## src/include/gat_settings.svh

```systemverilog
`ifndef GAT_SETTINGS_SVH
`define GAT_SETTINGS_SVH

// Words per output feature vector
`define GAT_NUM_FEAT_OUT 4

// Bits per feature word
`define GAT_FEAT_WIDTH 16

// Rows in the H data memory
`define GAT_NUM_NODES 8

// Entries in the subgraph index list
`define GAT_TOTAL_ENTRIES 12

// Feature vectors the input FIFO can hold
`define GAT_FIFO_DEPTH 4

`endif

```

## src/hw/gat_pkg.sv

```systemverilog
`include "gat_settings.svh"

package gat_pkg;

  // One feature word and a whole output vector
  typedef logic [`GAT_FEAT_WIDTH-1:0] feat_t;
  typedef feat_t [`GAT_NUM_FEAT_OUT-1:0] feat_vec_t;

  // Row number inside H
  typedef logic [$clog2(`GAT_NUM_NODES)-1:0] node_idx_t;

  // Index list entry, same bit order as the stored word
  typedef struct packed {
    logic      sog;
    node_idx_t node_idx;
    logic      eog;
  } sg_entry_t;

  typedef logic [$clog2(`GAT_TOTAL_ENTRIES)-1:0] entry_addr_t;

  // Word address into H, row major
  typedef logic [$clog2(`GAT_NUM_NODES*`GAT_NUM_FEAT_OUT)-1:0] h_addr_t;

  typedef logic [$clog2(`GAT_NUM_FEAT_OUT)-1:0] word_idx_t;

endpackage

```

## src/hw/feat_fifo.sv

```systemverilog
module feat_fifo #(
  parameter type payload_t = logic [7:0],
  parameter int  DEPTH     = 4
) (
  input  logic     clk,
  input  logic     rst_n,
  input  logic     push,
  input  payload_t din,
  input  logic     pop,
  output payload_t dout,
  output logic     empty,
  output logic     full
);

  localparam int PTR_W = (DEPTH > 1) ? $clog2(DEPTH) : 1;
  localparam int CNT_W = $clog2(DEPTH + 1);

  payload_t           mem [DEPTH];
  logic [PTR_W-1:0]   wr_ptr_q;
  logic [PTR_W-1:0]   rd_ptr_q;
  logic [CNT_W-1:0]   count_q;
  logic               do_push;
  logic               do_pop;

  // Overflow and underflow requests are dropped
  assign do_push = push && !full;
  assign do_pop  = pop && !empty;

  assign empty = (count_q == '0);
  assign full  = (count_q == CNT_W'(DEPTH));

  // Head of the queue is always visible
  assign dout = mem[rd_ptr_q];

  always_ff @(posedge clk) begin
    if (do_push) begin
      mem[wr_ptr_q] <= din;
    end
  end

  always_ff @(posedge clk or negedge rst_n) begin
    if (!rst_n) begin
      wr_ptr_q <= '0;
      rd_ptr_q <= '0;
      count_q  <= '0;
    end else begin
      if (do_push) begin
        wr_ptr_q <= (wr_ptr_q == PTR_W'(DEPTH - 1)) ? '0 : wr_ptr_q + 1'b1;
      end
      if (do_pop) begin
        rd_ptr_q <= (rd_ptr_q == PTR_W'(DEPTH - 1)) ? '0 : rd_ptr_q + 1'b1;
      end
      if (do_push && !do_pop) begin
        count_q <= count_q + 1'b1;
      end else if (do_pop && !do_push) begin
        count_q <= count_q - 1'b1;
      end
    end
  end

endmodule

```

## src/hw/gat_writeback_top.sv

```systemverilog
`include "gat_settings.svh"

module gat_writeback_top (
  input  logic                   clk,
  input  logic                   rst_n,
  input  gat_pkg::feat_vec_t     new_feat,
  input  logic                   new_feat_vld,
  output logic                   new_feat_rdy,
  input  logic                   idx_wr_en,
  input  gat_pkg::entry_addr_t   idx_wr_addr,
  input  gat_pkg::sg_entry_t     idx_wr_data,
  input  logic                   start,
  input  gat_pkg::h_addr_t       h_rd_addr,
  output gat_pkg::feat_t         h_rd_data,
  output logic                   gat_ready
);

  gat_pkg::feat_vec_t     fifo_dout;
  logic                   fifo_empty;
  logic                   fifo_full;
  logic                   fifo_push;
  logic                   fifo_pop;
  gat_pkg::entry_addr_t   idx_rd_addr;
  gat_pkg::sg_entry_t     idx_rd_data;
  logic                   h_wr_en;
  gat_pkg::h_addr_t       h_wr_addr;
  gat_pkg::feat_t         h_wr_data;

  // Ready follows FIFO space only
  assign new_feat_rdy = !fifo_full;
  assign fifo_push    = new_feat_vld && new_feat_rdy;

  feat_fifo #(
    .payload_t (gat_pkg::feat_vec_t),
    .DEPTH     (`GAT_FIFO_DEPTH)
  ) u_feat_fifo (
    .clk   (clk),
    .rst_n (rst_n),
    .push  (fifo_push),
    .din   (new_feat),
    .pop   (fifo_pop),
    .dout  (fifo_dout),
    .empty (fifo_empty),
    .full  (fifo_full)
  );

  subgraph_index_ram u_index_ram (
    .clk     (clk),
    .wr_en   (idx_wr_en),
    .wr_addr (idx_wr_addr),
    .wr_data (idx_wr_data),
    .rd_addr (idx_rd_addr),
    .rd_data (idx_rd_data)
  );

  h_data_ram u_h_data_ram (
    .clk     (clk),
    .wr_en   (h_wr_en),
    .wr_addr (h_wr_addr),
    .wr_data (h_wr_data),
    .rd_addr (h_rd_addr),
    .rd_data (h_rd_data)
  );

  subgraph_handler u_handler (
    .clk         (clk),
    .rst_n       (rst_n),
    .start       (start),
    .idx_rd_data (idx_rd_data),
    .fifo_dout   (fifo_dout),
    .fifo_empty  (fifo_empty),
    .idx_rd_addr (idx_rd_addr),
    .fifo_pop    (fifo_pop),
    .h_wr_en     (h_wr_en),
    .h_wr_addr   (h_wr_addr),
    .h_wr_data   (h_wr_data),
    .gat_ready   (gat_ready)
  );

endmodule

```

## src/hw/h_data_ram.sv

```systemverilog
`include "gat_settings.svh"

module h_data_ram (
  input  logic               clk,
  input  logic               wr_en,
  input  gat_pkg::h_addr_t   wr_addr,
  input  gat_pkg::feat_t     wr_data,
  input  gat_pkg::h_addr_t   rd_addr,
  output gat_pkg::feat_t     rd_data
);

  localparam int H_DEPTH = `GAT_NUM_NODES * `GAT_NUM_FEAT_OUT;

  // One word per node and output feature
  gat_pkg::feat_t mem [H_DEPTH];

  // Scatter port from the handler
  always_ff @(posedge clk) begin
    if (wr_en) begin
      mem[wr_addr] <= wr_data;
    end
  end

  // Readback port, data one cycle after address
  always_ff @(posedge clk) begin
    rd_data <= mem[rd_addr];
  end

endmodule

```

## src/hw/subgraph_handler.sv

```systemverilog
`include "gat_settings.svh"

module subgraph_handler (
  input  logic                   clk,
  input  logic                   rst_n,
  input  logic                   start,
  input  gat_pkg::sg_entry_t     idx_rd_data,
  input  gat_pkg::feat_vec_t     fifo_dout,
  input  logic                   fifo_empty,
  output gat_pkg::entry_addr_t   idx_rd_addr,
  output logic                   fifo_pop,
  output logic                   h_wr_en,
  output gat_pkg::h_addr_t       h_wr_addr,
  output gat_pkg::feat_t         h_wr_data,
  output logic                   gat_ready
);

  localparam gat_pkg::entry_addr_t LAST_ENTRY =
    gat_pkg::entry_addr_t'(`GAT_TOTAL_ENTRIES - 1);
  localparam gat_pkg::word_idx_t LAST_WORD =
    gat_pkg::word_idx_t'(`GAT_NUM_FEAT_OUT - 1);

  typedef enum logic [2:0] {
    S_IDLE,
    S_FETCH,
    S_LATCH,
    S_LOAD,
    S_WRITE,
    S_DONE
  } state_t;

  state_t                 state_q;
  gat_pkg::entry_addr_t   entry_addr_q;
  gat_pkg::sg_entry_t     entry_q;
  gat_pkg::feat_vec_t     vec_q;
  gat_pkg::word_idx_t     word_cnt_q;
  logic                   last_q;
  logic                   expect_sog_q;
  logic                   gat_ready_q;
  logic                   need_vec;
  logic                   last_word;

  // A new vector is due at sog, or right after an eog entry
  assign need_vec  = idx_rd_data.sog || expect_sog_q;
  assign last_word = (word_cnt_q == LAST_WORD);

  // Address already points at the next entry while writing,
  // so the last write cycle doubles as the next read
  assign idx_rd_addr = entry_addr_q;

  assign fifo_pop  = (state_q == S_LOAD) && !fifo_empty;
  assign h_wr_en   = (state_q == S_WRITE);
  assign h_wr_addr = gat_pkg::h_addr_t'(entry_q.node_idx * `GAT_NUM_FEAT_OUT + word_cnt_q);
  assign h_wr_data = vec_q[word_cnt_q];
  assign gat_ready = gat_ready_q;

  always_ff @(posedge clk or negedge rst_n) begin
    if (!rst_n) begin
      state_q      <= S_IDLE;
      entry_addr_q <= '0;
      word_cnt_q   <= '0;
      last_q       <= 1'b0;
      expect_sog_q <= 1'b0;
      gat_ready_q  <= 1'b0;
    end else begin
      case (state_q)
        S_IDLE: begin
          if (start) begin
            entry_addr_q <= '0;
            // First entry always opens a subgraph
            expect_sog_q <= 1'b1;
            state_q      <= S_FETCH;
          end
        end
        S_FETCH: begin
          state_q <= S_LATCH;
        end
        S_LATCH: begin
          last_q       <= (entry_addr_q == LAST_ENTRY);
          expect_sog_q <= idx_rd_data.eog;
          word_cnt_q   <= '0;
          if (entry_addr_q != LAST_ENTRY) begin
            entry_addr_q <= entry_addr_q + 1'b1;
          end
          state_q <= need_vec ? S_LOAD : S_WRITE;
        end
        S_LOAD: begin
          // Stall here until the aggregator supplies a vector
          if (!fifo_empty) begin
            state_q <= S_WRITE;
          end
        end
        S_WRITE: begin
          word_cnt_q <= word_cnt_q + 1'b1;
          if (last_word) begin
            if (last_q) begin
              gat_ready_q <= 1'b1;
              state_q     <= S_DONE;
            end else begin
              state_q <= S_LATCH;
            end
          end
        end
        S_DONE: begin
          // Held until reset
          state_q <= S_DONE;
        end
        default: begin
          state_q <= S_IDLE;
        end
      endcase
    end
  end

  // Current entry and vector
  always_ff @(posedge clk) begin
    if (state_q == S_LATCH) begin
      entry_q <= idx_rd_data;
    end
    if (fifo_pop) begin
      vec_q <= fifo_dout;
    end
  end

endmodule

```

## src/hw/subgraph_index_ram.sv

```systemverilog
`include "gat_settings.svh"

module subgraph_index_ram (
  input  logic                   clk,
  input  logic                   wr_en,
  input  gat_pkg::entry_addr_t   wr_addr,
  input  gat_pkg::sg_entry_t     wr_data,
  input  gat_pkg::entry_addr_t   rd_addr,
  output gat_pkg::sg_entry_t     rd_data
);

  // Block memory model of the subgraph member list
  gat_pkg::sg_entry_t mem [`GAT_TOTAL_ENTRIES];

  // Loaded from outside before the walk
  always_ff @(posedge clk) begin
    if (wr_en) begin
      mem[wr_addr] <= wr_data;
    end
  end

  // Registered read, one cycle of latency
  always_ff @(posedge clk) begin
    rd_data <= mem[rd_addr];
  end

endmodule

```

## config.mk

```make
export PLATFORM = sky130hd
export DESIGN_NAME = gat_writeback_top
export DESIGN_NICKNAME = d
export VERILOG_FILES = /design/src/hw/gat_pkg.sv /design/src/hw/feat_fifo.sv /design/src/hw/gat_writeback_top.sv /design/src/hw/h_data_ram.sv /design/src/hw/subgraph_handler.sv /design/src/hw/subgraph_index_ram.sv
export VERILOG_INCLUDE_DIRS = /design/src /design/src/include
export SDC_FILE = /design/constraint.sdc
export NUM_CORES = 1
export LEC_CHECK = 0
export ABC_AREA = 0
export BUFFER_PORTS_ARGS = -buffer_cell sky130_fd_sc_hd__buf_2
export CAP_MARGIN = 20
export CORE_UTILIZATION = 50
export CTS_CLUSTER_SIZE = 25
export DETAILED_ROUTE_END_ITERATION = 10
export HOLD_SLACK_MARGIN = 0.03
export MAX_ROUTING_LAYER = met4
export PLACE_DENSITY = 0.66
export SLEW_MARGIN = 30
export SYNTH_ARGS = -nofsm -noshare
export SYNTH_HDL_FRONTEND = slang
export SYNTH_SLANG_ARGS = --single-unit
```

## constraint.sdc

```tcl
create_clock -name clk -period 7.1 [get_ports clk]
set_input_delay 1.065 -clock clk [delete_from_list [all_inputs] [get_ports clk]]
set_output_delay 1.065 -clock clk [all_outputs]
set_load 0.005 [all_outputs]
```

Yosys cells after proc, flatten, opt, wreduce, memory -nomap -nowiden --
Memories as Yosys holds them, arrays and structs flattened. A register that Yosys moved wholly into a read port is not among the register bits. Cells that the tools add are included.
Word-level totals: bits in registers 22, memory bits (writable) 828, bits of input ports 83, memories kept 3
Memory list:
- u_h_data_ram.mem | depth 32, width 16, read ports 1, clocked after memory_dff 1, write ports 1, RTL line h_data_ram.sv:15 | gat_pkg::feat_t mem [H_DEPTH];
- u_feat_fifo.mem | depth 4, width 64, read ports 1, clocked after memory_dff 1, write ports 1, RTL line feat_fifo.sv:18 | payload_t mem [DEPTH];
- u_index_ram.mem | depth 12, width 5, read ports 1, clocked after memory_dff 1, write ports 1, RTL line subgraph_index_ram.sv:13 | gat_pkg::sg_entry_t mem [`GAT_TOTAL_ENTRIES];
Operators by class: $add $sub $neg 7, magnitude comparators 1, equality and inequality tests 15, mux-type cells 24, reductions and logical operators 20
Operator list (count):
- $bmux W16 S2 | 1
- $mux W3 | 7
- $pmux W3 S6 | 1
- $mux W16 | 1
- $eq A3 B3 Y1 const B | 3
- $reduce_and A3 Y1 | 3
- $mux W4 | 2
- $pmux W4 S2 | 1
- $mux W1 | 7
- $add A2 B1 Y2 const B | 3
- $eq A2 B2 Y1 const B | 3
- $eq A3 B2 Y1 const B | 2
- $logic_and A1 B1 Y1 | 6
- $logic_not A3 Y1 | 2
- $reduce_bool A2 Y1 | 3
- $add A5 B2 Y5 | 1
- $add A4 B1 Y4 const B | 1
- $eq A4 B4 Y1 const B | 1
- $logic_not A1 Y1 | 4
- $mux W2 | 2
- $ne A2 B1 Y1 const B | 2
- $ne A2 B2 Y1 const B | 2
- $ne A4 B4 Y1 const B | 1
- $pmux W2 S2 | 1
- other kinds (7) | 7

Depth between registers and ports, before layout --
Gate-level depths: netlist of the first run.
word-level depth 8, gate-level depth with buffers 10, depth with buffers taken out 9

By module --
From an unflattened synthesis of the first run, not the netlist that was laid out.
Second synthesis, totals: cells, all modules 1791, area, all modules 35751.8 sq um
Modules (own cells, without submodules):
- h_data_ram | times used 1, cells each 1143, area an instance 20535.9 sq um, seq. area each 15695.1 sq um
- feat_fifo | times used 1, cells each 371, area an instance 9699.3 sq um, seq. area each 7862.5 sq um
- subgraph_handler | times used 1, cells each 155, area an instance 3062.9 sq um, seq. area each 2312.2 sq um
- subgraph_index_ram | times used 1, cells each 120, area an instance 2443.6 sq um, seq. area each 1901.8 sq um
- gat_writeback_top | times used 1, cells each 2, area an instance 10.0 sq um, seq. area each 0.0 sq um

Worst setup path after synthesis of the first run --
Ideal clock, no wire load.
path type register to register, from register u_handler.state_q[0], to register u_feat_fifo.count_q[1], setup time 125 ps, arrival time 4458 ps, data required time 6975 ps, setup slack 2517 ps, cell stages (with the launch flop) 8, path buffers 1, cells stage by stage dfrtp_1 -> clkbuf_1 -> nor3b_2 -> inv_1 -> ha_1 -> inv_1 -> fa_1 -> mux2_2
On the way: cells in the longest elaborated chain, start to end 6
Ends and longest elaborated chain:
- start, declared | RTL line subgraph_handler.sv:32 | state_t state_q;
- start signal, assigned | RTL line subgraph_handler.sv:85 | state_q <= need_vec ? S_LOAD : S_WRITE;
- $eq A3 B2 Y1 (*) | RTL line subgraph_handler.sv:51 | assign fifo_pop = (state_q == S_LOAD) && !fifo_empty;
- $logic_and A1 B1 Y1 (*) | RTL line subgraph_handler.sv:51
- net fifo_pop | RTL line gat_writeback_top.sv:22 | logic fifo_pop;
- $logic_and A1 B1 Y1 (*) | RTL line feat_fifo.sv:27 | assign do_pop = pop && !empty;
- $logic_not A1 Y1 | RTL line feat_fifo.sv:53 | if (do_push && !do_pop) begin
- $logic_and A1 B1 Y1 | RTL line feat_fifo.sv:53
- $mux W3 or $reduce_bool A2 Y1 (tied branches)
- end signal, assigned | RTL line feat_fifo.sv:54 | count_q <= count_q + 1'b1;
- end signal, assigned | RTL line feat_fifo.sv:56 | count_q <= count_q - 1'b1;
- end, declared | RTL line feat_fifo.sv:21 | logic [CNT_W-1:0] count_q;
Mark *: on every way through the listed nets, which the timed path passes. The rest lies on a longest branch. A chain may end at the register's enable or synchronous reset.

==> flow_metrics.tcl, run 1 <==
set metrics [dict create \
    initial_core_util_pct 50.7 \
    async_reset_ff_share_pct 2.03 \
    areaGrowthSynthToFinish_pct 13.0 \
    cp.required_ps 7590 \
    port_buffers 100 \
    cts_sinks 935 \
    synth_top_area_share_pct 75.4 \
    nNetsFinal 2032 \
    p_per_area_nw_per_um2 363 \
    die_y_microns 269 \
    synth_edf_count 895 \
    cts_tree "done" \
    r2r_cells 5 \
    grt_pass1_vias 17418 \
    hpwl_microns 42400 \
    netlist-cell-type-count 49 \
    drive_gt1_share_pct 20.3 \
    crit_fanout 107 \
    ios 101 \
    gp_congestion 0.808 \
    ys_seq_elements 935 \
    avgSynthCellArea_sq_um 19.9 \
    fin_tns_setup_ps 0 \
    grt_pass1_wl_microns 110000 \
    holdBufCountCts 0 \
    grt_usage_pct 21.6 \
    r2r_start "u_handler.state_q[2]" \
    regArea_sq_um 27800 \
    core_area_sq_um 70300 \
    crit_start "h_rd_addr[1]" \
    hold_violations 0 \
    ys.warnings.count 0 \
    dieArea_sq_um 72300 \
    rsz0062_at_grt "false" \
    routed_wl_microns 74500 \
    end_kind "flip-flop" \
    dieWidth_microns 269 \
    antenna_found_initial 13 \
    synth_top_cells_by_area "edfxtp_1 75%, mux2i_1 7.4%, mux4_2 6.0%, a22oi_1 1.3%, dfrtp_1 1.3%" \
    synth_nets 1882 \
    overflow 0 \
    postRouteAntennaNets 0 \
    period_share_pct 47.8 \
    multi_input_area_sq_um 7230 \
    dr_total_vias 17001 \
    ir_worst_vdd_mv 0.219 \
    ys.flop_type "edfxtp_1" \
    syn_inst 1787 \
    slew_headroom_pct 33.9 \
    drc_errors 0 \
    clk_pin_slew_worst_paths_ps 60 \
    grt_max_degree 108 \
    critPathKind "in -> reg" \
    cts-root-buf "clkbuf_16" \
    ys_seq_area_share_pct 77.9 \
    cp.arrival_ps 3880 \
    p_leak_nw 13.6 \
    cts_setup_buffers 0 \
    maxClockFrequency_mhz 294 \
    cts_max_level 3 \
    firstDrtPassIters 6 \
    final-setup-viol-count 0 \
    fillers 5123 \
    vias_per_cell 5.74 \
    final_cell_mix "895 x edfxtp_1, 262 x mux2i_1, 99 x buf_2" \
    drv_slew 0 \
    rows 97 \
    drv_cap 0 \
    insertion_delay_ps 640 \
    cts_buffer_depth 3 \
    drt_iter0_drc 1429 \
    detail_route.wl_per_cell_microns 25.2 \
    hold_slack_ps 390 \
    cts_resized 0 \
    cp-start-kind "primary input" \
    hold_class "in -> async" \
    final_common_cell "edfxtp_1" \
    final.min_clock_period_ps 3400 \
    numCtsBuffers 92 \
    finalClockSkew_ps 23.2 \
    status "finished clean" \
    syn_area_sq_um 35600 \
    worstMarginPinSlew_ps 992 \
    synth_top_area_cell "edfxtp_1" \
]
-- worst max-delay path: stages --
cell,delay (ps)
buf_8,350
buf_16,350
buf_12,600
mux2i_1,290
a22o_1,160
nor3_1,50
a31oi_1,560
nand3_1,120
-- final timing paths --
check / end / slack (ps)
min reg2reg: u_handler.entry_q[2] / 400
max in group asynchronous: u_feat_fifo.rd_ptr_q[0] / 6340
min: u_feat_fifo.rd_ptr_q[0] / 390
max: u_h_data_ram.rd_data[12] / 3700
max reg2reg: u_h_data_ram.mem[18][9] / 4020
min in group clk: u_handler.entry_q[2] / 400
-- area by class of cell --
class | count | share of cell area, %
diodes | 12 | 0.0746
clock buffers | 113 | 6.04
clock inverters | 55 | 1.57
inverters | 8 | 0.0746
multi-input cells | 751 | 17.9
flip-flops and latches | 935 | 69.0
well taps | 940 | 2.92
repair buffers | 149 | 2.37
-- cell families (layout without fill, tap and decap cells) --
family	count (synthesis)	after routing	synth area share, %
buffers and inverters	101	325	1.87
adder cells (fa/ha/maj)	12	12	0.442
multiplexers	362	362	13.5
XOR/XNOR	5	5	0.123
other	0	12	0
flip-flops	935	935	77.9
AO/OA/AOI/OAI	165	165	3.25
AND/OR/NAND/NOR	207	207	2.85
-- power by group --
part           switching, mW  internal [mW]
Clock                   2.01           2.85
Combinational           1.50          0.798
Sequential             0.231           7.22
-- cell usage after synthesis (all sizes together), types with 21 or more instances --
master  number
a21oi       34
edfxtp     895
buf         79
nor2        55
dfxtp       21
a22oi       64
a22o        34
mux2i      262
nor3        23
mux4        95
nand2       48
nand3       33
-- flip-flops by register name (all words and copies together) (netlist names) --
name,flops
u_h_data_ram.mem,512
u_feat_fifo.mem,256
u_handler.vec_q,64
u_index_ram.mem,60
u_h_data_ram.rd_data,16
u_index_ram.rd_data,5
u_handler.idx_rd_addr,4
u_feat_fifo.count_q,3
u_handler.entry_q,3
u_handler.state_q,3
u_feat_fifo.rd_ptr_q,2
u_feat_fifo.wr_ptr_q,2
u_handler.word_cnt_q,2
u_handler.expect_sog_q,1
u_handler.gat_ready,1
u_handler.last_q,1
-- metal layers --
metal	wire, microns	GRT usage, %	vias to the layer above
met5	0	-	-
met4	2500	8.22	0
met3	4590	3.91	131
met2	37300	35.1	520
met1	30200	27.2	8776
li1	-	-	7574
-- through the flow --
| stage | power, mW | worst slack (ps) | utilization (%) | cell area (sq um) | std cells |
|---|---|---|---|---|---|
| 6_report | 14.6 | 3700 | 57.3 | 40300 | 2963 |
| 5_1_grt | 15.1 | 3650 | 57.3 | 40300 | 2962 |
| 4_1_cts | 14.8 | 3850 | 57.2 | 40200 | 2950 |
| 3_5_place_dp | 9.91 | 3190 | 52.8 | 37100 | 2782 |
| 3_3_place_gp | 9.81 | 3180 | 52.8 | 37100 | 2781 |
| 2_1_floorplan | 9.03 | 2520 | - | 35600 | 1787 |
Note: power is estimated with default switching activity, not from simulation.
==> inputs of run 2 (changes only) <==
PLACE_DENSITY = 0.69   (was 0.66)
clock period = 3.1 ns   (was 7.1 ns; I/O delays follow)
==> run 2 against run 1 <==
Against the previous run: worst setup slack got worse by 2800 ps; largest power group unchanged; via count rose by 2.3%; non-clock buffer count up 95; sequential share of layout area decreased by 1.7 points; clock power grew 120%; wire length decreased by 0.80%; worst hold slack lost 310 ps; utilization up 1.4 points; power is 130% higher.
==> flow_metrics.tcl, run 2 (synthesized netlist as in run 1, its figures left out) <==
set metrics [dict create \
    period_share_pct 69.6 \
    cts_sinks 935 \
    critPathMaxStageDelay_ps 530 \
    nNetsFinal 2128 \
    cts_tree "done" \
    use_met1_pct 26.8 \
    overflow 0 \
    slew_headroom_pct 39.6 \
    total_power_mw 33.6 \
    r2r_start "u_handler.state_q[2]" \
    hold_class "in -> reg" \
    antenna_found_initial 6 \
    rsz0062_at_grt "false" \
    hold_violations 0 \
    final.min_clock_period_ps 2160 \
    grt_usage_pct 21.5 \
    holdPathStages 1 \
    firstDrtPassIters 5 \
    areaGrowthSynthToFinish_pct 15.8 \
    dr_total_vias 17390 \
    cts_resized 0 \
    insertion_delay_ps 650 \
    finalClockSkew_ps 30.1 \
    fin_tns_setup_ps 0 \
    p_per_area_nw_per_um2 814 \
    cp.required_ps 3400 \
    port_buffers 100 \
    grt_max_degree 67 \
    holdBufCountCts 64 \
    drv_cap 0 \
    grt_pass1_wl_microns 111000 \
    drt_iter0_drc 1618 \
    final-setup-viol-count 0 \
    cts_buffer_depth 3 \
    numCtsBuffers 93 \
    crit_fanout 16 \
    use_met3_pct 3.96 \
    worstMarginPinSlew_ps 903 \
    vias_per_cell 5.69 \
    die_y_microns 269 \
    routed_wl_microns 73900 \
    reg_top3 "u_h_data_ram.mem: 512 flops, u_feat_fifo.mem: 256 flops, u_handler.vec_q: 64 flops" \
    postLayoutCoreUtil_pct 58.7 \
    cp.arrival_ps 2450 \
    hold_slack_ps 79.0 \
    fillers 4987 \
    ios 101 \
    gp_congestion 0.812 \
    postPlaceCellArea_sq_um 37600 \
    met2_usage_pct 36.0 \
    maxClockFrequency_mhz 463 \
    cts_max_level 3 \
    p_leak_nw 14.1 \
    rows 97 \
    grt_pass1_vias 18188 \
    postRouteAntennaNets 0 \
    hpwl_microns 44000 \
    drive_gt1_share_pct 21.1 \
    ff2ff_setup_slack_ps 940 \
    cts-root-buf "clkbuf_16" \
    drv_slew 0 \
    ir_worst_vdd_mv 0.609 \
    rr_endpoint "u_h_data_ram.mem[20][0]" \
    r2r_cells 6 \
    regMostFlops "u_h_data_ram.mem" \
    cts_setup_buffers 0 \
    largest_reg_flops 512 \
    dieWidth_microns 269 \
    fin_area_sq_um 41300 \
    status "finished clean" \
    end_kind "flip-flop" \
    critPathKind "reg -> reg" \
    crit_chain "inv_1, nor3_2, buf_4, nand2_1, nor2_1, buf_4" \
    drc_errors 0 \
    dieArea_sq_um 72300 \
    final_common_cell "edfxtp_1" \
    path_delay_family "buffers and inverters" \
    core_area_sq_um 70300 \
    initial_core_util_pct 50.7 \
    cpMostUsedCell "buf_4" \
    hp-start "new_feat[62]" \
    grt.busiest_layer "met2" \
    worstHoldEndpoint "u_feat_fifo.mem[2][62]" \
    detail_route.wl_per_cell_microns 24.2 \
    path_buf_inv 3 \
    worst_path_max_delay_cell "dfrtp_1" \
    clk_pin_slew_worst_paths_ps 60 \
    final_cell_mix "895 x edfxtp_1, 262 x mux2i_1, 99 x buf_2" \
    critical_path_cell_count 6 \
    cp-start-kind "flip-flop" \
]
==> run 2: cell count changes in the layout (fill, tap and decap cells not counted), sizes merged <==
cell	before	now
clkinvlp	4	3
dlygate4sd3	0	64
clkinv	37	47
clkbuf	113	117
diode	12	5
buf	149	180
bufinv	11	5
==> run 2: final cells by class <==
cell class / instances / area (sq um) / area share, %
Inverter: 8 / 30.0 / 0.0728
Multi-Input combinational cell: 751 / 7230 / 17.5
Clock buffer: 117 / 2500 / 6.05
Antenna cell: 5 / 12.5 / 0.0303
Tap cell: 940 / 1180 / 2.85
Timing Repair Buffer: 244 / 2010 / 4.88
Sequential cell: 935 / 27800 / 67.3
Clock inverter: 58 / 534 / 1.29
==> run 2: worst max-delay path by stage <==
stage,end,slack [ps],from
6_report,u_h_data_ram.mem[20][0],940,u_handler.state_q[2]
5_1_grt,u_feat_fifo.rd_ptr_q[1],810,u_handler.state_q[2]
4_1_cts,u_feat_fifo.rd_ptr_q[1],920,u_handler.state_q[2]
3_5_place_dp,u_h_data_ram.rd_data[14],590,h_rd_addr[0]
3_3_place_gp,u_h_data_ram.rd_data[13],580,h_rd_addr[0]
2_1_floorplan,u_feat_fifo.count_q[1],-490,u_handler.state_q[2]
==> run 2: stage by stage <==
step	instances	setup WS [ps]
after floorplan	1787	-488
after global placement	2814	582
after detailed placement	2814	592
after CTS	3053	920
after global routing	3058	812
final	3058	942
==> run 2: where the power goes <==
group	internal, mW	switching (mW)
Sequential	16.5	0.511
Combinational	2.06	3.62
Clock	6.19	4.71
Total	24.8	8.83
==> run 2: layer usage <==
metal / up-vias / wire (microns)
met5: - / 0
met4: 0 / 1980
met3: 131 / 4260
met2: 600 / 37800
met1: 8903 / 29900
li1: 7756 / -
